**src/verilog/glb_types_pkg.sv**
```systemverilog
/*
 * Datapath widths sized for 4 banks of 64 words and 2 ports per direction.
 * Widen the index types together with the top-level parameters.
 */
package glb_types_pkg;

    // Bank word and per-bank word address
    localparam int GLB_WORD_W  = 32;
    localparam int GLB_WADDR_W = 6;

    // Relative bank index and port index
    localparam int GLB_BIDX_W  = 2;
    localparam int GLB_PIDX_W  = 1;

    // Port address holds the relative bank above the word address
    localparam int GLB_PADDR_W = GLB_BIDX_W + GLB_WADDR_W;

    typedef logic [GLB_WORD_W-1:0]  glb_word_t;
    typedef logic [GLB_WADDR_W-1:0] glb_waddr_t;
    typedef logic [GLB_PADDR_W-1:0] glb_paddr_t;
    typedef logic [GLB_BIDX_W-1:0]  glb_bank_idx_t;
    typedef logic [GLB_PIDX_W-1:0]  glb_port_idx_t;

    // Relative bank field of a port address
    function automatic glb_bank_idx_t paddr_bank(glb_paddr_t addr);
        return addr[GLB_WADDR_W +: GLB_BIDX_W];
    endfunction

    // Word field of a port address
    function automatic glb_waddr_t paddr_word(glb_paddr_t addr);
        return addr[GLB_WADDR_W-1:0];
    endfunction

endpackage

```
**src/verilog/glb_bank.sv**
```systemverilog
/*
 * Single SRAM bank with one read port, one write port and a registered read.
 * Contents are undefined after reset. Read and write to one address in
 * the same cycle returns the old word.
 */
`timescale 1ns/1ps

module glb_bank import glb_types_pkg::*; (
    input  logic       clk,
    input  logic       rst_n,
    input  logic       rd_en,
    input  glb_waddr_t rd_addr,
    input  logic       wr_en,
    input  glb_waddr_t wr_addr,
    input  glb_word_t  wr_dat,
    output glb_word_t  rd_dat
);

    localparam int DEPTH = 1 << GLB_WADDR_W;

    // Storage array
    glb_word_t mem [DEPTH];

    // ========================================================================
    // Array access
    // ========================================================================

    // Write lands at the edge
    always_ff @(posedge clk) begin
        if (wr_en) begin
            mem[wr_addr] <= wr_dat;
        end
    end

    // Read register holds the last word until the next read
    always_ff @(posedge clk) begin
        if (rd_en) begin
            rd_dat <= mem[rd_addr];
        end
    end

    // Enabled accesses carry a known word address
    a_rd_addr_known: assert property (@(posedge clk) disable iff (!rst_n)
        rd_en |-> !$isunknown(rd_addr));

    a_wr_addr_known: assert property (@(posedge clk) disable iff (!rst_n)
        wr_en |-> !$isunknown(wr_addr));

endmodule

```
**config.mk**
```make
export PLATFORM = sky130hd
export DESIGN_NAME = glb_bank
export DESIGN_NICKNAME = d
export VERILOG_FILES = /design/src/verilog/glb_types_pkg.sv /design/src/verilog/glb_bank.sv
export SDC_FILE = /design/constraint.sdc
export NUM_CORES = 2
export LEC_CHECK = 0
export ABC_AREA = 0
export BUFFER_PORTS_ARGS = -buffer_cell sky130_fd_sc_hd__buf_2
export CAP_MARGIN = 20
export CORE_UTILIZATION = 35
export CTS_CLUSTER_DIAMETER = 80
export DETAILED_ROUTE_END_ITERATION = 7
export PLACE_DENSITY = 0.62
export RECOVER_POWER = 25
export SYNTH_ARGS = -nofsm -noshare
export SYNTH_HDL_FRONTEND = slang
export SYNTH_SLANG_ARGS = --single-unit
```
**constraint.sdc**
```tcl
create_clock -name clk -period 3.49 [get_ports clk]
set_input_delay 0.1745 -clock clk [delete_from_list [all_inputs] [get_ports clk]]
set_output_delay 0.1745 -clock clk [all_outputs]
set_load 0.01 [all_outputs]
```
==> impl_metrics.yaml <==
grt:
  grt_start_max_net_pins: 65
  grtUsageTotal_pct: 17.5
  antenna_found_initial: 16
  grt_first_pass_wirelength_um: 283000
  overflow: 0
  grt_pass1_vias: 37600
final_layout:
  nets: 3710
  drive_gt1_share_pct: 29.8
  final_cells: 6813
  synthToLayoutAreaGrowth_pct: 15.4
placement:
  gp_congestion: 0.796
  place_inst: 6415
  place_ws_ns: 0.435
  hpwlAfterDp_um: 114000
  port_buffers: 78
yosys:
  yosysSeqAreaShare_pct: 79.2
  synth.largest_area_cell: "edfxtp_1"
  syn_nets: 3372
  netlist_instances: 3324
  synth_cell_types: 33
  avgSynthCellArea_um2: 23.7
  yosysTopAreaCellShare_pct: 79.2
  syn_area_um2: 78800
  synth_area_leaders: "edfxtp_1 (79%), mux4_2 (16%), mux2i_1 (1.2%)"
  ys_ff_latch: 2080
  yosysWarningCount: 0
floorplanning:
  core_area_um2: 223000
  rows: 173
  start_util_pct: 35.4
  fp.dieH_um: 477
  die_x_um: 477
  design.die.area_um2: 227000
  boundaryPins: 80
clock_network:
  cts_buffers: 193
  clockBufferDepth: 3
  clk_latency_ns: 0.83
  clkTransAtPathRegs_ns: 0.06
  cts_resized: 0
  clkSinkCount: 2080
  cts_tree: "built"
  cts_max_level: 4
  root_buffer: "clkbuf_16"
worst_setup_path:
  crit_start: "wr_dat[20]"
  critPathMaxStageDelay_ns: 1.83
  crit_chain: "dlygate4sd3_1, clkbuf_1, clkbuf_1"
  critical_path_class: "in -> reg"
  rrSetupSlack_ns: 1.06
  arrival_ns: 3.04
  path_common_cell: "clkbuf_1"
  crit_required_ns: 3.74
  r2r-end: "rd_dat[10]$_DFFE_PP_"
  crit_path_end_kind: "flip-flop"
  worst-r2r-cell-count: 4
  reg2reg_from: "mem[31][10]$_DFFE_PP_"
  cp-endpoint: "mem[60][20]$_DFFE_PP_"
  start_kind: "primary input"
  cp_max_fo: 52
  cp_slowest_cell: "clkbuf_1"
timing:
  holdWs_ns: 0.0947
  clock.fmax_mhz: 359
  finClkSkew_ns: 0.0224
  final.setup.tns_ns: 0
  final-max-slew-violation-count: 963
  worstMarginPinSlew_ns: 2.70
  hold_viol_final: 0
  setup_viol: 0
  slew_headroom_pct: -80.3
  setup_slack_ns: 0.705
  post-route-period-util_pct: 79.8
  min_period_ns: 2.78
  rsz0062_at_grt: "false"
power_and_ir_drop:
  p_total_mw: 50.8
  peakVddDrop_v: 0.000536
  power.leakage_nw: 27.9
  p_per_area_nw_per_um2: 558
status:
  violations: "capacitance limit, slew limit"
  status: "complete, but fails checks"
detailed_routing:
  ant_nets: 0
  drc: 0
  drt_pass1_iterations: 7
  drt_iter0_drc: 4332
  viasPerCell: 5.41
  vias: 36900
  drt_wl_total_um: 200000
  avgRoutedWirePerCell_um: 29.3
min_path:
  hp-class: "in -> reg"
run:
  maxCapViolCount: 21
-- metal layers --
layer | routed length [µm] | vias up | GRT usage [%]
met1 | 80100 | 20000 | 23.5
met4 | 7730 | 4 | 7.09
li1 | - | 15000 | -
met2 | 95600 | 1531 | 27.9
met5 | 27 | - | 0
met3 | 16400 | 281 | 3.66
-- how the worst min path moves through the flow --
stage / from / end / depth (start not counted) / slack [ns]
final: rd_addr[4] / rd_dat[3]$_DFFE_PP_ / 4 / 0.09
after detailed placement: rd_dat[20]$_DFFE_PP_ / rd_dat[20] / 1 / 0.59
after CTS: wr_dat[24] / mem[31][24]$_DFFE_PP_ / 1 / 0.001
after global placement: rd_dat[20]$_DFFE_PP_ / rd_dat[20] / 1 / 0.59
after global routing: rd_addr[4] / rd_dat[3]$_DFFE_PP_ / 4 / 0.11
after floorplan: wr_dat[0] / mem[0][0]$_DFFE_PP_ / 0 / 0.27
-- report_power, final --
group	internal (mW)	total (mW)	switching (mW)
clock	11.2	20.2	9.00
sequential	27.7	27.8	0.0643
combinational	1.01	2.73	1.72
total	40.0	50.8	10.8
-- kinds of logic (layout without fill, tap and decap cells) --
family,Yosys count,count (layout),share of synthesized area (%)
multiplexers,637,637,16.7
other,0,12,0
AND/OR/NAND/NOR,223,223,1.26
AO/OA/AOI/OAI,202,202,1.67
buffers and inverters,182,684,1.12
flip-flops,2080,2080,79.2
-- flip-flops by register name, indices dropped and copies added, names as in the netlist --
name	count
mem	2048
rd_dat	32
-- metrics by stage --
step / utilization, % / cell area (µm²)
after CTS: 40.7 / 90800
after global routing: 40.8 / 90900
after floorplan: - / 78800
after detailed placement: 38.0 / 84700
after global placement: 38.0 / 84700
final: 40.8 / 91000
-- worst max-delay path: cells and delay by family --
kind	cells	cell delay [ns]
buffers and inverters	3	2.82
-- final cells by class --
cell class,instances,area [µm²]
sequential,2080,62500
timing repair buffer,325,2760
fill,19300,132000
tap,2975,3720
clock buffer,247,5120
antenna,12,30.0
multi-input combinational,1062,16000
clock inverter,112,895
-- synthesized netlist by cell type --
cell type and number:
or3b_1 2, or3b_2 3, nand3_1 5, nand3b_1 5
o221ai_1 27, nand4b_1 1, nor2_1 137, buf_6 5
edfxtp_1 2080, buf_4 25, nand4_1 2, nor2b_1 15
mux2i_1 93, a31oi_1 1, buf_2 57, nand2b_1 8
a311oi_1 8, and2_1 2, mux4_2 544, nor3_1 7
and3_1 4, or2_1 1, a21oi_1 62, a41o_1 4
o32ai_1 4, nand2_1 26, or2_2 1, or2_0 1
or3_1 3, clkbuf_1 74, o22ai_1 84, buf_1 21
a22oi_1 12
-- timing repair --
item                                   CTS  global route
endpoints found under the hold margin  291           348
buffers inserted                         0             0
hold buffers                            11             8
-- layout by cell type, fill, tap and decap left out, types with 7 or more instances in the layout --
| master | count |
|---|---|
| edfxtp_1 | 2080 |
| mux4_2 | 544 |
| clkbuf_16 | 197 |
| buf_4 | 176 |
| mux2i_1 | 93 |
| clkbuf_1 | 86 |
| o22ai_1 | 84 |
| nor2_1 | 75 |
| a21oi_1 | 62 |
| nor2_4 | 62 |
| clkinv_1 | 50 |
| buf_2 | 50 |
| buf_12 | 39 |
| clkinv_2 | 34 |
| o221ai_1 | 27 |
| nand2_1 | 26 |
| dlygate4sd3_1 | 19 |
| nor2b_1 | 15 |
| diode_2 | 12 |
| a22oi_1 | 12 |
| bufinv_16 | 12 |
| a311oi_1 | 8 |
| nand2b_1 | 7 |
| inv_6 | 7 |
(Power assumes the default switching activity.)
