$ cat src/verilog/glb_types_pkg.sv
/*
 * Datapath widths sized for 4 banks of 64 words and 2 ports per direction.
 * Widen the index types together with the top-level parameters.
 */
package glb_types_pkg;

    // Bank word and per-bank word address
    localparam int GLB_WORD_W  = 32;
    localparam int GLB_WADDR_W = 6;

    // Relative bank index and port index
    localparam int GLB_BIDX_W  = 2;
    localparam int GLB_PIDX_W  = 1;

    // Port address holds the relative bank above the word address
    localparam int GLB_PADDR_W = GLB_BIDX_W + GLB_WADDR_W;

    typedef logic [GLB_WORD_W-1:0]  glb_word_t;
    typedef logic [GLB_WADDR_W-1:0] glb_waddr_t;
    typedef logic [GLB_PADDR_W-1:0] glb_paddr_t;
    typedef logic [GLB_BIDX_W-1:0]  glb_bank_idx_t;
    typedef logic [GLB_PIDX_W-1:0]  glb_port_idx_t;

    // Relative bank field of a port address
    function automatic glb_bank_idx_t paddr_bank(glb_paddr_t addr);
        return addr[GLB_WADDR_W +: GLB_BIDX_W];
    endfunction

    // Word field of a port address
    function automatic glb_waddr_t paddr_word(glb_paddr_t addr);
        return addr[GLB_WADDR_W-1:0];
    endfunction

endpackage

$ cat src/verilog/glb_wr_router.sv
/*
 * Write steering from ports to banks through the bank map.
 * A read on the target bank stalls the write. Writes to an address with
 * no owned bank are accepted and dropped.
 */
`timescale 1ns/1ps

module glb_wr_router import glb_types_pkg::*; #(
    parameter int NUM_BANK   = 4,
    parameter int NUM_WRPORT = 2
) (
    input  logic                  clk,
    input  logic                  rst_n,
    input  logic                  cmp_active,
    input  logic [NUM_BANK-1:0]   map_valid,
    input  glb_port_idx_t         map_wr_port [NUM_BANK],
    input  glb_bank_idx_t         map_rel_idx [NUM_BANK],
    input  logic [NUM_WRPORT-1:0] wr_vld,
    input  glb_paddr_t            wr_addr [NUM_WRPORT],
    input  glb_word_t             wr_dat [NUM_WRPORT],
    input  logic [NUM_BANK-1:0]   bank_rd_busy,
    output logic [NUM_WRPORT-1:0] wr_rdy,
    output logic [NUM_BANK-1:0]   bank_wr_en,
    output glb_waddr_t            bank_wr_addr [NUM_BANK],
    output glb_word_t             bank_wr_dat [NUM_BANK]
);

    // Owning port addresses this bank
    logic [NUM_BANK-1:0]   own_hit;
    // Port target held by a read this cycle
    logic [NUM_WRPORT-1:0] wr_stall;

    // ========================================================================
    // Bank side
    // ========================================================================

    for (genvar b = 0; b < NUM_BANK; b++) begin : g_bank
        glb_port_idx_t owner;

        assign owner = map_wr_port[b];

        // Relative bank of the owner's address must match this bank's slot
        assign own_hit[b] = map_valid[b] &&
                            (paddr_bank(wr_addr[owner]) == map_rel_idx[b]);

        // Write lands only when the owner's request is accepted
        assign bank_wr_en[b]   = wr_vld[owner] && wr_rdy[owner] && own_hit[b];
        assign bank_wr_addr[b] = paddr_word(wr_addr[owner]);
        assign bank_wr_dat[b]  = wr_dat[owner];

        a_no_wr_on_rd: assert property (@(posedge clk) disable iff (!rst_n)
            bank_rd_busy[b] |-> !bank_wr_en[b]);
    end

    // ========================================================================
    // Port side
    // ========================================================================

    // Stall when the port's target bank is mapped and being read
    always_comb begin
        for (int j = 0; j < NUM_WRPORT; j++) begin
            wr_stall[j] = 1'b0;
            for (int b = 0; b < NUM_BANK; b++) begin
                if (own_hit[b] && bank_rd_busy[b] &&
                    map_wr_port[b] == glb_port_idx_t'(j)) begin
                    wr_stall[j] = 1'b1;
                end
            end
        end
    end

    // Ready only in compute
    assign wr_rdy = {NUM_WRPORT{cmp_active}} & ~wr_stall;

endmodule

$ cat config.mk
export PLATFORM = sky130hd
export DESIGN_NAME = glb_wr_router
export DESIGN_NICKNAME = d
export VERILOG_FILES = /design/src/verilog/glb_types_pkg.sv /design/src/verilog/glb_wr_router.sv
export SDC_FILE = /design/constraint.sdc
export NUM_CORES = 1
export LEC_CHECK = 0
export BUFFER_PORTS_ARGS = -buffer_cell sky130_fd_sc_hd__buf_2
export CELL_PAD_IN_SITES_DETAIL_PLACEMENT = 1
export CELL_PAD_IN_SITES_GLOBAL_PLACEMENT = 1
export CORE_MARGIN = 4
export CORE_UTILIZATION = 23
export DETAILED_ROUTE_END_ITERATION = 8
export PLACE_DENSITY_LB_ADDON = 0.1
export SLEW_MARGIN = 10
export SYNTH_ARGS = -nofsm -noshare
export SYNTH_HDL_FRONTEND = slang
export SYNTH_SLANG_ARGS = --single-unit
export TNS_END_PERCENT = 50
$ cat constraint.sdc
create_clock -name vclk -period 2.25
set_clock_uncertainty 0.1 [all_clocks]
set_input_delay 0.45 -clock vclk [all_inputs]
set_output_delay 0.45 -clock vclk [all_outputs]
set_load 0.05 [all_outputs]
==> run_results.csv <==
group,metric,value,unit
final_layout,fill_cells,1209,
worst_setup_path,timing.critical_path.buf_inv,2,
global_routing,grt_overflow_total,0,
min_path,class_of_the_tightest_hold_or_removal_check,"input port to output port",
worst_setup_path,end_kind,"output port",
floorplanning,die_area,12010,µm²
power_and_ir_drop,power.ir.vdd_worst,0.2080,mV
sta,fmax,412.5,MHz
worst_setup_path,worst-setup-path-type,"input port to output port",
logic_synthesis,synth-seq-area-share,0,%
detailed_routing,wire_length_per_cell,18.23,µm
sta,final-hold-violation-count,0,
power_and_ir_drop,total_switching_power,1166,µW
logic_synthesis,synth_cells,248,
status,failed_checks,"setup timing",
sta,postLayoutSetupSlackWorst,-0.1744,ns
flow_run,drv.max_cap_violation_count,0,
floorplanning,floorplan.core_area,9910,µm²
worst_setup_path,critical_path.cell_chain,"buf_8 > mux2i_4 > mux2i_4 > a221oi_4 > nand3_4 > o31ai_4 > buf_6",
worst_setup_path,maximum_fanout_encountered_on_the_critical_timing_path,4,
sta,slew_headroom,65.83,%
final_layout,design_area,4292,µm²
detailed_routing,drcViolationCount,0,
logic_synthesis,synth_top_cell_by_area,"mux2_2",
floorplanning,die_x,109.6,µm
global_routing,antenna_found_initial,0,
global_routing,grt_util_all_layers,18.01,%
final_layout,final_net_count,625,
final_layout,seq_cells,0,
power_and_ir_drop,clock_power_share,0,%
sta,final_worst_path_period_share,107.8,%
worst_setup_path,critPathTopFamily,"compound AO/OA/AOI/OAI gates",
detailed_routing,drtPass1Iterations,3,
logic_synthesis,post_synthesis_net_count,353,
place,place_area,4053,µm²
power_and_ir_drop,comb_power_share,100.0,%
sta,timing.setup.tns,-0.7815,ns
logic_synthesis,yosysMostFrequentCell,"mux2_2",
power_and_ir_drop,internal_power,527.8,µW
power_and_ir_drop,power_frac_seq,0,%
detailed_routing,drtIter0Drc,60,
floorplanning,io_pins,263,
sta,grt_setup_unrepaired,"true",
logic_synthesis,avgSynthCellArea,9.576,µm²
final_layout,drive_above_1_share,89.96,%
place,pre_cts_ws,-0.3747,ns
global_routing,first_pass_grt_wire_length,17370,µm
power_and_ir_drop,lkg_pwr,0.002057,µW
detailed_routing,postRouteAntennaNets,0,
logic_synthesis,post_synth_most_frequent_cells,"mux2_2, xor2_1, mux2i_1, clkbuf_1, buf_1",
power_and_ir_drop,swShare,68.83,%
power_and_ir_drop,power.density,394.6,nW/µm²
floorplanning,initial_core_util,23.96,%
place,place.detailed.hpwl,9799,µm
worst_setup_path,slowest_cell_delay_on_critical_path,0.33,ns
sta,finalSetupViolations,5,
global_routing,first_global_vias,3342,
worst_setup_path,worst_ep_arrival_time,1.87,ns
logic_synthesis,mappedNetlistArea,2375,µm²
sta,timing_worst_slew_pin_value,0.5086,ns
global_routing,grt_start_max_net_pins,41,
sta,period_minus_slack,2.424,ns
logic_synthesis,post-synth-top-area-fraction,72.08,%
detailed_routing,route.detailed.vias_per_inst,4.779,
final_layout,final_cell_count_no_fill,651,
place,numPortBuffers,261,
detailed_routing,route.final.wire_length,11870,µm
floorplanning,die_h,109.6,µm
logic_synthesis,number_of_distinct_library_cell_variants_in_the_gate_level_netlist_after_synthesis,29,
worst_setup_path,critical_path.most_common_cell,"mux2i_4",
worst_setup_path,cp.required,1.70,ns
final_layout,antennaDiodeCount,0,
logic_synthesis,yosysWarnings,0,
final_layout,syn2layout_area_growth,80.72,%
logic_synthesis,netlist_top_cells_area,"mux2_2, mux2i_1, xor2_1",
worst_setup_path,critical-path-slowest-cell,"a221oi_4",
status,outcome,"finished, violations left",
floorplanning,floorplan.rows,36,
final_layout,total_area_of_sequential_cells,0,µm²
worst_setup_path,worst_setup_path_start_kind,"input port",
final_layout,multi_input_area,2441,µm²
place,dpl.cell_count,648,
final_layout,total_of_clock_buffers_placed_in_the_layout,0,
sta,final-max-slew-violation-count,0,
detailed_routing,route.vias.total,3111,
place,gp_congestion,0.7274,
final_layout,final_util,43.31,%
-- final timing paths --
path / depth (start not counted) / from / endpoint / slack, ns
setup / recovery: 7 / map_wr_port[2] / bank_wr_en[3] / -0.17
hold / removal: 4 / cmp_active / wr_rdy[1] / 1.25
-- power by group through the flow --
stage          clock (µW)  combinational [µW]  sequential, µW
3_3_place_gp            0                1630               0
5_1_grt                 0                1780               0
4_1_cts                 0                1690               0
6_report                0                1690               0
2_1_floorplan           0                1200               0
3_5_place_dp            0                1650               0
-- per-stage QoR --
stage	power [µW]	hold WS [ns]
after detailed placement	1646	1.281
final	1694	1.245
after floorplan	1201	1.043
after global placement	1633	1.277
after CTS	1686	1.230
after global routing	1780	1.271
-- per-layer routing --
metal / routed length [µm] / global-route usage (%) / up-vias
met5: 0 / 0 / -
met4: 55 / 0.8014 / 0
met3: 1267 / 5.226 / 4
met2: 6423 / 37.36 / 143
met1: 4123 / 18.26 / 1473
li1: - / - / 1491
-- layout by cell type, fill, tap and decap left out, drive strengths merged, types with 2 or more instances in the layout --
master	netlist	final
o31ai	3	3
and4	3	3
mux2	152	152
nand3	7	7
buf	12	293
nand3b	3	3
nor2	4	4
a22oi	2	2
nand2	6	6
mux2i	11	11
and2	3	3
xnor2	5	5
a221oi	2	2
xor2	11	11
inv	2	2
nand4	5	5
-- final cells by class --
type | instances | area share, %
multi-input cells | 223 | 56.88
well taps | 133 | 3.878
repair buffers | 293 | 39.07
inverters | 2 | 0.1749
-- logic make-up (layout without fill, tap and decap cells) --
| group | count (synthesis) | in the layout | share of synthesized area (%) |
|---|---|---|---|
| muxes | 163 | 163 | 77.24 |
| and+or+nand+nor | 36 | 36 | 9.115 |
| buffers and inverters | 25 | 295 | 4.795 |
| xor gates and xnor gates | 16 | 16 | 5.901 |
| AOI/OAI and AO/OA | 8 | 8 | 2.950 |
-- what timing repair did --
action                     CTS  global route
gates resized for setup     34            15
pin swaps                    6             8
setup buffers                1             2
setup endpoints to repair   39            39
hold buffers                 0             0
Note: power is estimated with default switching activity, not from simulation.
