[src/verilog/glb_types_pkg.sv]
/*
 * Datapath widths sized for 4 banks of 64 words and 2 ports per direction.
 * Widen the index types together with the top-level parameters.
 */
package glb_types_pkg;

    // Bank word and per-bank word address
    localparam int GLB_WORD_W  = 32;
    localparam int GLB_WADDR_W = 6;

    // Relative bank index and port index
    localparam int GLB_BIDX_W  = 2;
    localparam int GLB_PIDX_W  = 1;

    // Port address holds the relative bank above the word address
    localparam int GLB_PADDR_W = GLB_BIDX_W + GLB_WADDR_W;

    typedef logic [GLB_WORD_W-1:0]  glb_word_t;
    typedef logic [GLB_WADDR_W-1:0] glb_waddr_t;
    typedef logic [GLB_PADDR_W-1:0] glb_paddr_t;
    typedef logic [GLB_BIDX_W-1:0]  glb_bank_idx_t;
    typedef logic [GLB_PIDX_W-1:0]  glb_port_idx_t;

    // Relative bank field of a port address
    function automatic glb_bank_idx_t paddr_bank(glb_paddr_t addr);
        return addr[GLB_WADDR_W +: GLB_BIDX_W];
    endfunction

    // Word field of a port address
    function automatic glb_waddr_t paddr_word(glb_paddr_t addr);
        return addr[GLB_WADDR_W-1:0];
    endfunction

endpackage

[src/verilog/glb_ctrl_pkg.sv]
/*
 * Controller state encoding and bank-map flag type.
 * GLB_MAP_W must equal NUM_BANK of the top level.
 */
package glb_ctrl_pkg;

    // Number of bank-map entries
    localparam int GLB_MAP_W = 4;

    // Controller states
    typedef enum logic [1:0] {
        GLB_IDLE = 2'd0,
        GLB_CFG  = 2'd1,
        GLB_CMP  = 2'd2
    } glb_state_e;

    // One mapped flag per bank
    typedef logic [GLB_MAP_W-1:0] glb_map_valid_t;

endpackage

[src/verilog/glb_ctrl.sv]
/*
 * Global buffer controller with bank map and completion tracking.
 * start is honoured only in IDLE and clears the map. Map entries are taken
 * only in CFG. fnh pulses once all read ports have reported done.
 */
`timescale 1ns/1ps

module glb_ctrl import glb_types_pkg::*, glb_ctrl_pkg::*; #(
    parameter int NUM_BANK   = 4,
    parameter int NUM_RDPORT = 2
) (
    input  logic                  clk,
    input  logic                  rst_n,
    input  logic                  start,
    input  logic                  cfg_vld,
    input  logic                  cfg_last,
    input  glb_bank_idx_t         cfg_bank,
    input  glb_port_idx_t         cfg_wr_port,
    input  glb_port_idx_t         cfg_rd_port,
    input  glb_bank_idx_t         cfg_rel_idx,
    input  logic [NUM_RDPORT-1:0] rd_done,
    output logic                  busy,
    output logic                  fnh,
    output logic                  cmp_active,
    output glb_map_valid_t        map_valid,
    output glb_port_idx_t         map_wr_port [NUM_BANK],
    output glb_port_idx_t         map_rd_port [NUM_BANK],
    output glb_bank_idx_t         map_rel_idx [NUM_BANK]
);

    glb_state_e            state;
    glb_state_e            state_nxt;

    // Sticky done flags, one per read port
    logic [NUM_RDPORT-1:0] done_q;
    logic                  all_done;
    logic                  start_acc;
    logic                  cfg_wr;

    assign start_acc  = (state == GLB_IDLE) && start;
    assign cfg_wr     = (state == GLB_CFG) && cfg_vld;
    // Includes this cycle's pulses
    assign all_done   = &(done_q | rd_done);

    assign busy       = (state != GLB_IDLE);
    assign cmp_active = (state == GLB_CMP);

    // ========================================================================
    // FSM
    // ========================================================================

    always_comb begin
        state_nxt = state;
        case (state)
            GLB_IDLE: begin
                if (start) begin
                    state_nxt = GLB_CFG;
                end
            end
            GLB_CFG: begin
                // With or without an entry in the same cycle
                if (cfg_last) begin
                    state_nxt = GLB_CMP;
                end
            end
            GLB_CMP: begin
                if (all_done) begin
                    state_nxt = GLB_IDLE;
                end
            end
            default: state_nxt = GLB_IDLE;
        endcase
    end

    always_ff @(posedge clk or negedge rst_n) begin
        if (!rst_n) begin
            state  <= GLB_IDLE;
            fnh    <= 1'b0;
            done_q <= '0;
        end else begin
            state <= state_nxt;
            // One cycle after the last done
            fnh   <= cmp_active && all_done;
            if (start_acc) begin
                done_q <= '0;
            end else if (cmp_active) begin
                done_q <= done_q | rd_done;
            end
        end
    end

    // ========================================================================
    // Bank map
    // ========================================================================

    always_ff @(posedge clk or negedge rst_n) begin
        if (!rst_n) begin
            map_valid <= '0;
        end else if (start_acc) begin
            map_valid <= '0;
        end else if (cfg_wr) begin
            map_valid[cfg_bank] <= 1'b1;
        end
    end

    // Entry fields, qualified by map_valid
    always_ff @(posedge clk) begin
        if (cfg_wr) begin
            map_wr_port[cfg_bank] <= cfg_wr_port;
            map_rd_port[cfg_bank] <= cfg_rd_port;
            map_rel_idx[cfg_bank] <= cfg_rel_idx;
        end
    end

    a_state_legal: assert property (@(posedge clk) disable iff (!rst_n)
        state inside {GLB_IDLE, GLB_CFG, GLB_CMP});

    // Finish lands in IDLE and never stretches
    a_fnh_pulse: assert property (@(posedge clk) disable iff (!rst_n)
        fnh |-> !busy ##1 !fnh);

endmodule

[config.mk]
export PLATFORM = sky130hd
export DESIGN_NAME = glb_ctrl
export DESIGN_NICKNAME = d
export VERILOG_FILES = /design/src/verilog/glb_types_pkg.sv /design/src/verilog/glb_ctrl_pkg.sv /design/src/verilog/glb_ctrl.sv
export SDC_FILE = /design/constraint.sdc
export NUM_CORES = 1
export LEC_CHECK = 0
export BUFFER_PORTS_ARGS = -buffer_cell sky130_fd_sc_hd__buf_2
export CAP_MARGIN = 20
export CORE_MARGIN = 5
export CORE_UTILIZATION = 40
export CTS_CLUSTER_SIZE = 25
export DETAILED_ROUTE_END_ITERATION = 10
export GPL_ROUTABILITY_DRIVEN = 0
export MAX_ROUTING_LAYER = met4
export PLACE_DENSITY = 0.67
export SETUP_SLACK_MARGIN = 0.5
export SLEW_MARGIN = 20
export SYNTH_ARGS = -nofsm -noshare
export SYNTH_HDL_FRONTEND = slang
export SYNTH_SLANG_ARGS = --single-unit
[constraint.sdc]
create_clock -name clk -period 5 [get_ports clk]
set_clock_uncertainty 0.15 [all_clocks]
set_input_delay 0.25 -clock clk [delete_from_list [all_inputs] [get_ports clk]]
set_output_delay 0.25 -clock clk [all_outputs]
set_load 0.02 [all_outputs]
==> flow_summary.toml, run 1 <==
[outcome]
status = "complete, no violations"

[synthesis]
synth-seq-area-share_pct = 80.69
syn_nets = 69
async_flop_share_pct = 36.00
syn_area_um2 = 874.6
yosys.area.top_type = "edfxtp_1"
ys.flop_type = "edfxtp_1"
postSynthCellCount = 56
syn_area_per_cell_um2 = 15.62
synth_edf_count = 16
synth.top_cells.by_area = "edfxtp_1 (55%), dfrtp_1 (26%), a21o_1 (3.4%)"
synthTopCellsByCount = "edfxtp_1 (16), dfrtp_1 (9), nor2_1 (7)"
ys_types = 16
yosys.area.top_type_share_pct = 54.94
yosys_register_bits = 25
yosysMostFrequentCell = "edfxtp_1"
ys.warnings.count = 0

[power]
p_per_area_mw_per_mm2 = 454.0
total_power_mw = 0.5255
peakVddDrop_mv = 0.3081
p_leak_nw = 0.5386

[critical_path]
cp_data_arrival_time_ns = 1.54
cp-end-kind = "register"
startpoint_type = "register"
cp_cell_sequence = "or3b_1, nor2_1"
worstSetupPathType = "reg2reg"
crit_fanout = 10
crit_path_max_incr_delay_ns = 0.48
required_ns = 4.82
slowest_stage = "dfrtp_1"

[global_route]
grt_overflow = 0
grt_first_pass_wirelength_mm = 2.642
grt_max_degree = 15
grt_usage_pct = 10.85
grt_pass1_vias = 589
antenna_found_initial = 0

[floorplan]
die_w_um = 56.76
dieArea_mm2 = 0.003222
rows = 17
coreArea_mm2 = 0.002148
start_util_pct = 40.71
die_h_um = 56.76
ios = 36

[cells_and_area]
multi_input_area_um2 = 160.2
syn_to_final_growth_pct = 32.33
fin_util_pct = 53.87
diodes = 0
layout.nets = 113
final-seq-area_um2 = 705.7
drive_gt1_share_pct = 41.41
nFillCells = 183

[sta]
finalCriticalPeriod_ns = 1.717
slew-limit-headroom_pct = 68.71
drv_slew = 0
fin_crit_sh_pct = 34.35
tightest_slew_ns = 0.4676
setup_viol = 0
rsz0062_at_grt = "false"
hold_violations = 0
max_freq_ghz = 0.5823
setup_tns_ns = 0

[drt]
wl_mm = 1.556
vias_per_cell = 4.661
drt_iter0_drc = 19
drt_pass1_iterations = 4
route.detailed.drc = 0
antenna_left = 0
wl_per_cell_um = 12.25
vias = 592

[clocking]
cts_tree = "built"
worstSkewPairLatency_ns = 0.31
cts_buffer_depth = 2
cts_num_sinks = 25
cts.clk_slew.worst_paths_ns = 0.11
tritoncts.num_buffers = 3
clock-root-buffer = "clkbuf_4"
htree_levels = 1
ctsResizeCount = 0

[placed_design]
dpl.hpwl_mm = 1.222
numPortBuffers = 35

[run]
cap_violations = 0

[min_path]
hold_path_class = "in2reg"
[report_power, final]
group          total (mW)  internal (mW)  switching (mW)
sequential          0.290          0.259          0.0304
clock              0.0833         0.0298          0.0535
combinational       0.152         0.0630          0.0893
total               0.525          0.352           0.173
[registers in the layout, summed over array words and instances (netlist names)]
name,flops
map_rel_idx,8
state,2
map_valid,4
map_rd_port,4
fnh,1
done_q,2
map_wr_port,4
[cell families after synthesis]
logic type | after synthesis | synth area share (%)
buffers and inverters | 2 | 1.000
flip-flops | 25 | 80.69
AO/OA/AOI/OAI | 11 | 7.583
AND/OR/NAND/NOR | 18 | 10.73
[stage by stage]
| stage | setup WS (ns) | instances | area (um2) | hold slack (ns) |
|---|---|---|---|---|
| 2_1_floorplan | 3.407 | 56 | 874.6 | -0.1956 |
| 3_3_place_gp | 3.355 | 118 | 1080 | -0.03915 |
| 3_5_place_dp | 3.280 | 118 | 1080 | -0.03841 |
| 4_1_cts | 3.269 | 124 | 1127 | 0.007420 |
| 5_1_grt | 3.156 | 127 | 1157 | 0.03520 |
| 6_report | 3.283 | 127 | 1157 | 0.06176 |
[final cells by class]
class                   count  area share, %
flip-flops and latches     25          60.97
repair buffers             40          19.46
multi-input cells          29          13.84
well taps                  28          3.027
clock buffers               3          1.946
clock inverters             1         0.4324
inverters                   1         0.3243
[metal layers]
metal  part of all wire (%)  routed length [um]  track usage, %  vias to the layer above
met4                   0.96                  15           3.974                        0
met2                     48                 749           16.67                       30
met1                     40                 615           12.70                      273
met3                     11                 175           4.598                        2
li1                       -                   -               -                      287
met5                      0                   0               -                        -
[timing repair]
action,CTS,global route
buffers inserted,0,0
hold buffers,2,3
endpoints found under the hold margin,13,12
[final timing paths]
path | startpoint | to | slack [ns] | depth (start not counted)
max | state[1] | map_wr_port[1] | 3.28 | 2
min | cfg_last | state[1] | 0.06 | 3
max reg2reg | state[1] | map_wr_port[1] | 3.28 | 2
min reg2reg | map_valid[1] | map_valid[1] | 0.34 | 1
max in group asynchronous | rst_n | state[1] | 4.37 | 2
min in group asynchronous | rst_n | done_q[0] | 0.15 | 2
[critical path, delay by kind of cell (launching register included)]
family           cells  cell delay, ns
DFF                  1            0.48
and+or+nand+nor      2            0.75
[cell usage in the layout, fill, tap and decap left out, types with 3 or more instances in the layout]
| cell | count |
|---|---|
| nor2_1 | 7 |
| a21o_1 | 4 |
| clkbuf_4 | 3 |
| nand2_1 | 3 |
| buf_2 | 35 |
| edfxtp_1 | 16 |
| a21oi_1 | 4 |
| dfrtp_1 | 9 |
| dlygate4sd3_1 | 5 |
Power figures use the tool's default switching activity.
==> run 2, diff against run 1 <==
--- a/config.mk
+++ b/config.mk
@@ -5,6 +5,7 @@
 export SDC_FILE = /design/constraint.sdc
 export NUM_CORES = 1
 export LEC_CHECK = 0
+export ABC_AREA = 1
 export BUFFER_PORTS_ARGS = -buffer_cell sky130_fd_sc_hd__buf_2
 export CAP_MARGIN = 20
 export CORE_MARGIN = 5
@@ -13,7 +14,7 @@
 export DETAILED_ROUTE_END_ITERATION = 10
 export GPL_ROUTABILITY_DRIVEN = 0
 export MAX_ROUTING_LAYER = met4
-export PLACE_DENSITY = 0.67
+export PLACE_DENSITY = 0.66
 export SETUP_SLACK_MARGIN = 0.5
 export SLEW_MARGIN = 20
 export SYNTH_ARGS = -nofsm -noshare
==> constraint.sdc (replaced) <==
create_clock -name clk -period 1.6 [get_ports clk]
set_clock_uncertainty 0.15 [all_clocks]
set_input_delay 0.08 -clock clk [delete_from_list [all_inputs] [get_ports clk]]
set_output_delay 0.08 -clock clk [all_outputs]
set_load 0.02 [all_outputs]
==> run 2 against run 1 <==
Net effect:
- maximum frequency up 25%
- critical path depth up 1
- largest cell class unchanged
- non-clock buffer count rose by 17
- largest power group is now combinational cells
- critical endpoint is now map_rd_port[3]
==> flow_summary.toml, run 2 <==
[outcome]
status = "complete, no violations"

[cells_and_area]
layout_commonest_cell = "buf_2"
nFillCells = 164
multi_input_area_um2 = 276.5
diodes = 0
layout.nets = 153
syn_to_final_growth_pct = 63.32
largest_reg_flops = 8
final-seq-area_um2 = 706.9
top_register = "map_rel_idx"
drive_gt1_share_pct = 50.36
fin_util_pct = 69.36
mostFrequentLayoutCells = "buf_2 (21), nand2_1 (19), edfxtp_1 (16), buf_6 (16)"

[synthesis]
yosys_register_bits = 25
synth_xor_area_share_pct = 0
postSynthCellCount = 78
synth.top_cells.by_area = "edfxtp_1 (51%), dfrtp_1 (24%), nand2_1 (8.3%)"
synth_top_family_by_area = "simple AND/OR/NAND/NOR gates"
ys.warnings.count = 0
ys.flop_type = "edfxtp_1"
ys_types = 15
synth_fa_ha_area_share_pct = 0
yosys.area.top_type_share_pct = 50.66
yosysMostFrequentCell = "nand2_1"
syn_area_per_cell_um2 = 12.16
synth-compound-area-share_pct = 1.847
syn_nets = 91
synth-seq-area-share_pct = 74.41
syn_area_um2 = 948.4
synthMuxAreaShare_pct = 0
yosys.area.top_type = "edfxtp_1"
yosys.area_share.simple_pct = 18.21
async_flop_share_pct = 36.00
synth_edf_count = 16
synthTopCellsByCount = "nand2_1 (21), edfxtp_1 (16), dfrtp_1 (9), nand3_1 (9), inv_1 (8)"

[clocking]
cts_buffer_depth = 2
clock-root-buffer = "clkbuf_4"
worstSkewPairLatency_ns = 0.30
hold_buffers = 10
cts_num_sinks = 25
cts.clk_slew.worst_paths_ns = 0.12
tritoncts.num_buffers = 3
cts_tree = "built"
htree_levels = 1

[drt]
wl_met1_um = 821
vias = 768
drt_iter0_drc = 7
drt_pass1_iterations = 2
wl_per_cell_um = 12.93
top_layer = "met4"
route.detailed.drc = 0
vias_per_cell = 4.599
antenna_left = 0
wl_mm = 2.159
routed-wl-met3_um = 167
met2WireLength_mm = 1.159

[sta]
slew-limit-headroom_pct = 82.78
max_freq_ghz = 0.7280
drv_slew = 0
finalCriticalPeriod_ns = 1.374
hold_violations = 0
rsz0062_at_grt = "true"
setup_tns_ns = 0
setup_viol = 0
fin_crit_sh_pct = 85.85
tightest_slew_ns = 0.2575

[critical_path]
crit_path_start = "state[1]"
cp-end-kind = "register"
crit_fanout = 6
cp_data_arrival_time_ns = 1.22
crit_path_max_incr_delay_ns = 0.42
cp_cell_sequence = "inv_2, nand3_4, nor3_4"
slowest_stage = "dfrtp_1"
startpoint_type = "register"
required_ns = 1.44
r2r_start = "state[1]"
worstSetupPathType = "reg2reg"

[floorplan]
coreArea_mm2 = 0.002233
die_h_um = 58.70
dieArea_mm2 = 0.003445
rows = 17
ios = 36
die_w_um = 58.70
start_util_pct = 42.47

[run]
cap_violations = 0

[min_path]
hold_path_class = "in2reg"
holdCritStartpoint = "cfg_bank[0]"

[power]
combinationalPowerShare_pct = 44.2
p_leak_nw = 0.7108
p_per_area_mw_per_mm2 = 1327
total_power_mw = 2.055
p_seq_share_pct = 43.1
power.share.clock_pct = 12.7
p_sw_mw = 0.7176
peakVddDrop_mv = 0.9295
switching_share_pct = 34.91
p_int_mw = 1.338

[global_route]
antenna_found_initial = 0
grt_max_degree = 14
grt_overflow = 0
grt_first_pass_wirelength_mm = 3.450
grt_usage_pct = 13.66
grt_pass1_vias = 805

[placed_design]
numPortBuffers = 35
dpl.hpwl_mm = 1.492
-- run 2: kinds of logic after synthesis --
family,Yosys count
compound gates,3
buf+inv,12
flops,25
simple gates,38
-- run 2: stage by stage --
step	worst slack [ns]	instances	instance area [um2]	hold WS [ns]
4_1_cts	0.2338	161	1399	0.005337
3_3_place_gp	0.2083	140	1174	-0.2103
3_5_place_dp	0.1581	140	1174	-0.2071
5_1_grt	0.1575	167	1549	-0.004381
2_1_floorplan	0.2608	78	974.7	-0.3656
6_report	0.2263	167	1549	0.009738
-- run 2: area by class of cell --
class / count / share of cell area (%)
flip-flops and latches: 25 / 45.64
repair buffers: 57 / 29.73
multi-input cells: 42 / 17.85
inverters: 11 / 2.827
well taps: 28 / 2.262
clock buffers: 4 / 1.696
-- run 2: worst paths after layout --
kind / cells after the start / end / slack (ns)
max: 3 / map_rd_port[3] / 0.23
min reg2reg: 2 / done_q[0] / 0.36
min in group asynchronous: 3 / state[1] / 0.53
max reg2reg: 3 / map_rd_port[3] / 0.23
min: 2 / map_rel_idx[6] / 0.01
max in group asynchronous: 3 / state[0] / 0.58
-- run 2: power groups by stage --
stage	Sequential, mW	Combinational, mW	Clock [mW]
2_1_floorplan	0.968	0.287	0
3_3_place_gp	0.886	0.514	0
3_5_place_dp	0.894	0.519	0
4_1_cts	0.874	0.714	0.270
5_1_grt	0.902	0.978	0.309
6_report	0.886	0.908	0.261
-- run 2: what timing repair did --
item,4_1_cts,5_1_grt
buffers inserted,6,6
gates resized for setup,12,30
hold endpoints to repair,30,4
pin swaps,2,3
setup endpoints to repair,33,47
cloned,1,0
-- run 2: critical path: cells and delay by family, from the launching register on --
kind | cells | cell delay, ns
buffers and inverters | 1 | 0.12
DFF | 1 | 0.42
and+or+nand+nor | 2 | 0.38
-- run 2: per-layer routing --
metal,vias to the layer above,track usage [%]
li1,384,-
met1,354,14.25
met2,28,25.52
met3,2,3.070
met4,0,3.883
met5,-,-
==> run 3, diff against run 2 <==
--- a/config.mk
+++ b/config.mk
@@ -14,7 +14,7 @@
 export DETAILED_ROUTE_END_ITERATION = 10
 export GPL_ROUTABILITY_DRIVEN = 0
 export MAX_ROUTING_LAYER = met4
-export PLACE_DENSITY = 0.66
+export PLACE_DENSITY = 0.76
 export SETUP_SLACK_MARGIN = 0.5
 export SLEW_MARGIN = 20
 export SYNTH_ARGS = -nofsm -noshare
==> constraint.sdc (replaced) <==
create_clock -name clk -period 1.5 [get_ports clk]
set_clock_uncertainty 0.15 [all_clocks]
set_input_delay 0.075 -clock clk [delete_from_list [all_inputs] [get_ports clk]]
set_output_delay 0.075 -clock clk [all_outputs]
set_load 0.02 [all_outputs]
==> run 3 against run 2 <==
Net effect:
- the flow now finishes with violations (negative hold slack)
- sequential power grew 6.8%
- worst setup slack lost 0.072 ns
- core utilization shrank 3.3 points
- register-to-register slack lost 0.07 ns
- critical path type unchanged
- largest cell class unchanged
==> flow_summary.toml, run 3 (synthesized netlist as in run 2, its figures left out) <==
[outcome]
status = "complete, but fails checks"
violations = "negative hold slack"

[critical_path]
crit_path_max_incr_delay_ns = 0.41
crit_fanout = 5
slowest_stage = "dfrtp_1"
cp_cell_sequence = "inv_2, nand3_4, nor3_4"
startpoint_type = "register"
cp_data_arrival_time_ns = 1.19
worstSetupPathType = "reg2reg"
cp-end-kind = "register"
required_ns = 1.35

[sta]
tightest_slew_ns = 0.2455
whs_ns = -0.04883
setup_viol = 0
hold_violations = 11
rsz0062_at_grt = "true"
fin_crit_sh_pct = 89.70
setup_slack_ns = 0.1545
slew-limit-headroom_pct = 83.58
setup_tns_ns = 0
drv_slew = 0
max_freq_ghz = 0.7432
finalCriticalPeriod_ns = 1.345

[cells_and_area]
largest_reg_flops = 8
syn_to_final_growth_pct = 55.54
mostFrequentLayoutCells = "nand2_1 (21), buf_2 (21), edfxtp_1 (16)"
layout.nets = 147
fin_util_pct = 66.05
drive_gt1_share_pct = 46.62
diodes = 0
design_area_mm2 = 0.001475
top_register = "map_rel_idx"

[floorplan]
ios = 36
start_util_pct = 42.47
die_w_um = 58.70
rows = 17
coreArea_mm2 = 0.002233
die_h_um = 58.70
dieArea_mm2 = 0.003445

[power]
p_per_area_mw_per_mm2 = 1414
p_leak_nw = 0.6779
total_power_mw = 2.085
peakVddDrop_mv = 1.007

[clocking]
hold_buffers = 8
cts_tree = "built"
tritoncts.num_buffers = 3
worstSkewPairLatency_ns = 0.30
cts.clk_slew.worst_paths_ns = 0.12
cts_buffer_depth = 2
clock-root-buffer = "clkbuf_4"
cts_num_sinks = 25
htree_levels = 1

[drt]
wl_per_cell_um = 12.88
drt_iter0_drc = 9
vias = 744
antenna_left = 0
drt_pass1_iterations = 2
wl_mm = 2.073
vias_per_cell = 4.621
route.detailed.drc = 0

[run]
cap_violations = 0

[global_route]
grt_max_degree = 14
grt_overflow = 0
grt_usage_pct = 12.95
antenna_found_initial = 0
grt_first_pass_wirelength_mm = 3.187
grt_pass1_vias = 738

[placed_design]
dpl.hpwl_mm = 1.499
pre_cts_ws_ns = 0.05591
dpl_cell_area_mm2 = 0.001189
numPortBuffers = 35

[min_path]
hold_path_class = "in2reg"
run 3: changes by cell type in the layout (fill, tap and decap cells not counted), moves of 2 or more:
cell,delta
nand3_2,-2
nand3_1,+2
nand2_1,+2
nand2_2,-2
buf_6,-3
dlygate4sd3_1,-2
run 3: cell type report:
cell class | instances | area (um2)
Tap cell | 28 | 35.03
Fill cell | 186 | 758.2
Clock buffer | 4 | 26.28
Multi-Input combinational cell | 42 | 266.5
Timing Repair Buffer | 51 | 399.1
Sequential cell | 25 | 706.9
Inverter | 11 | 41.29
run 3: through the flow:
stage          instances  hold slack, ns
2_1_floorplan         78         -0.3706
3_3_place_gp         140         -0.2160
3_5_place_dp         140         -0.2102
4_1_cts              159        -0.05142
5_1_grt              161        -0.03857
6_report             161        -0.04883
run 3: final timing paths:
check                      startpoint        endpoint  slack, ns  cells past startpoint
max                          state[1]  map_rd_port[3]       0.15                      3
min                        rd_done[0]       done_q[0]      -0.05                      4
max reg2reg                  state[1]  map_rd_port[3]       0.15                      3
min in group asynchronous       rst_n        state[0]      -0.01                      2
max in group asynchronous       rst_n        state[0]       1.03                      2
min reg2reg                 done_q[1]       done_q[1]       0.35                      2
run 3: timing repair:
action	4_1_cts	5_1_grt
gates resized for setup	26	6
buffers inserted	6	2
gates cloned	1	0
pin swaps	2	0
endpoints found under the setup margin	48	48
endpoints found under the hold margin	34	15
run 3: metal layers:
layer  routed length [um]  part of all wire, %  vias to the layer above  GRT usage, %
li1                     -                    -                      370             -
met1                  724                   35                      343         12.98
met4                   14                 0.68                        0         4.854
met5                    0                    0                        -             -
met2                 1144                   55                       29         24.08
met3                  190                  9.2                        2         3.070
run 3: power breakdown:
group	total [mW]	switching [mW]	leakage [nW]	internal, mW
Combinational	0.863	0.465	0.400	0.397
Clock	0.276	0.173	0.0150	0.103
Sequential	0.946	0.0887	0.263	0.858
Total	2.09	0.727	0.678	1.36
run 3: worst max-delay path, delay by kind of cell (launching register included):
kind	cells	cell delay [ns]
simple gates	2	0.37
buf+inv	1	0.12
flops	1	0.41
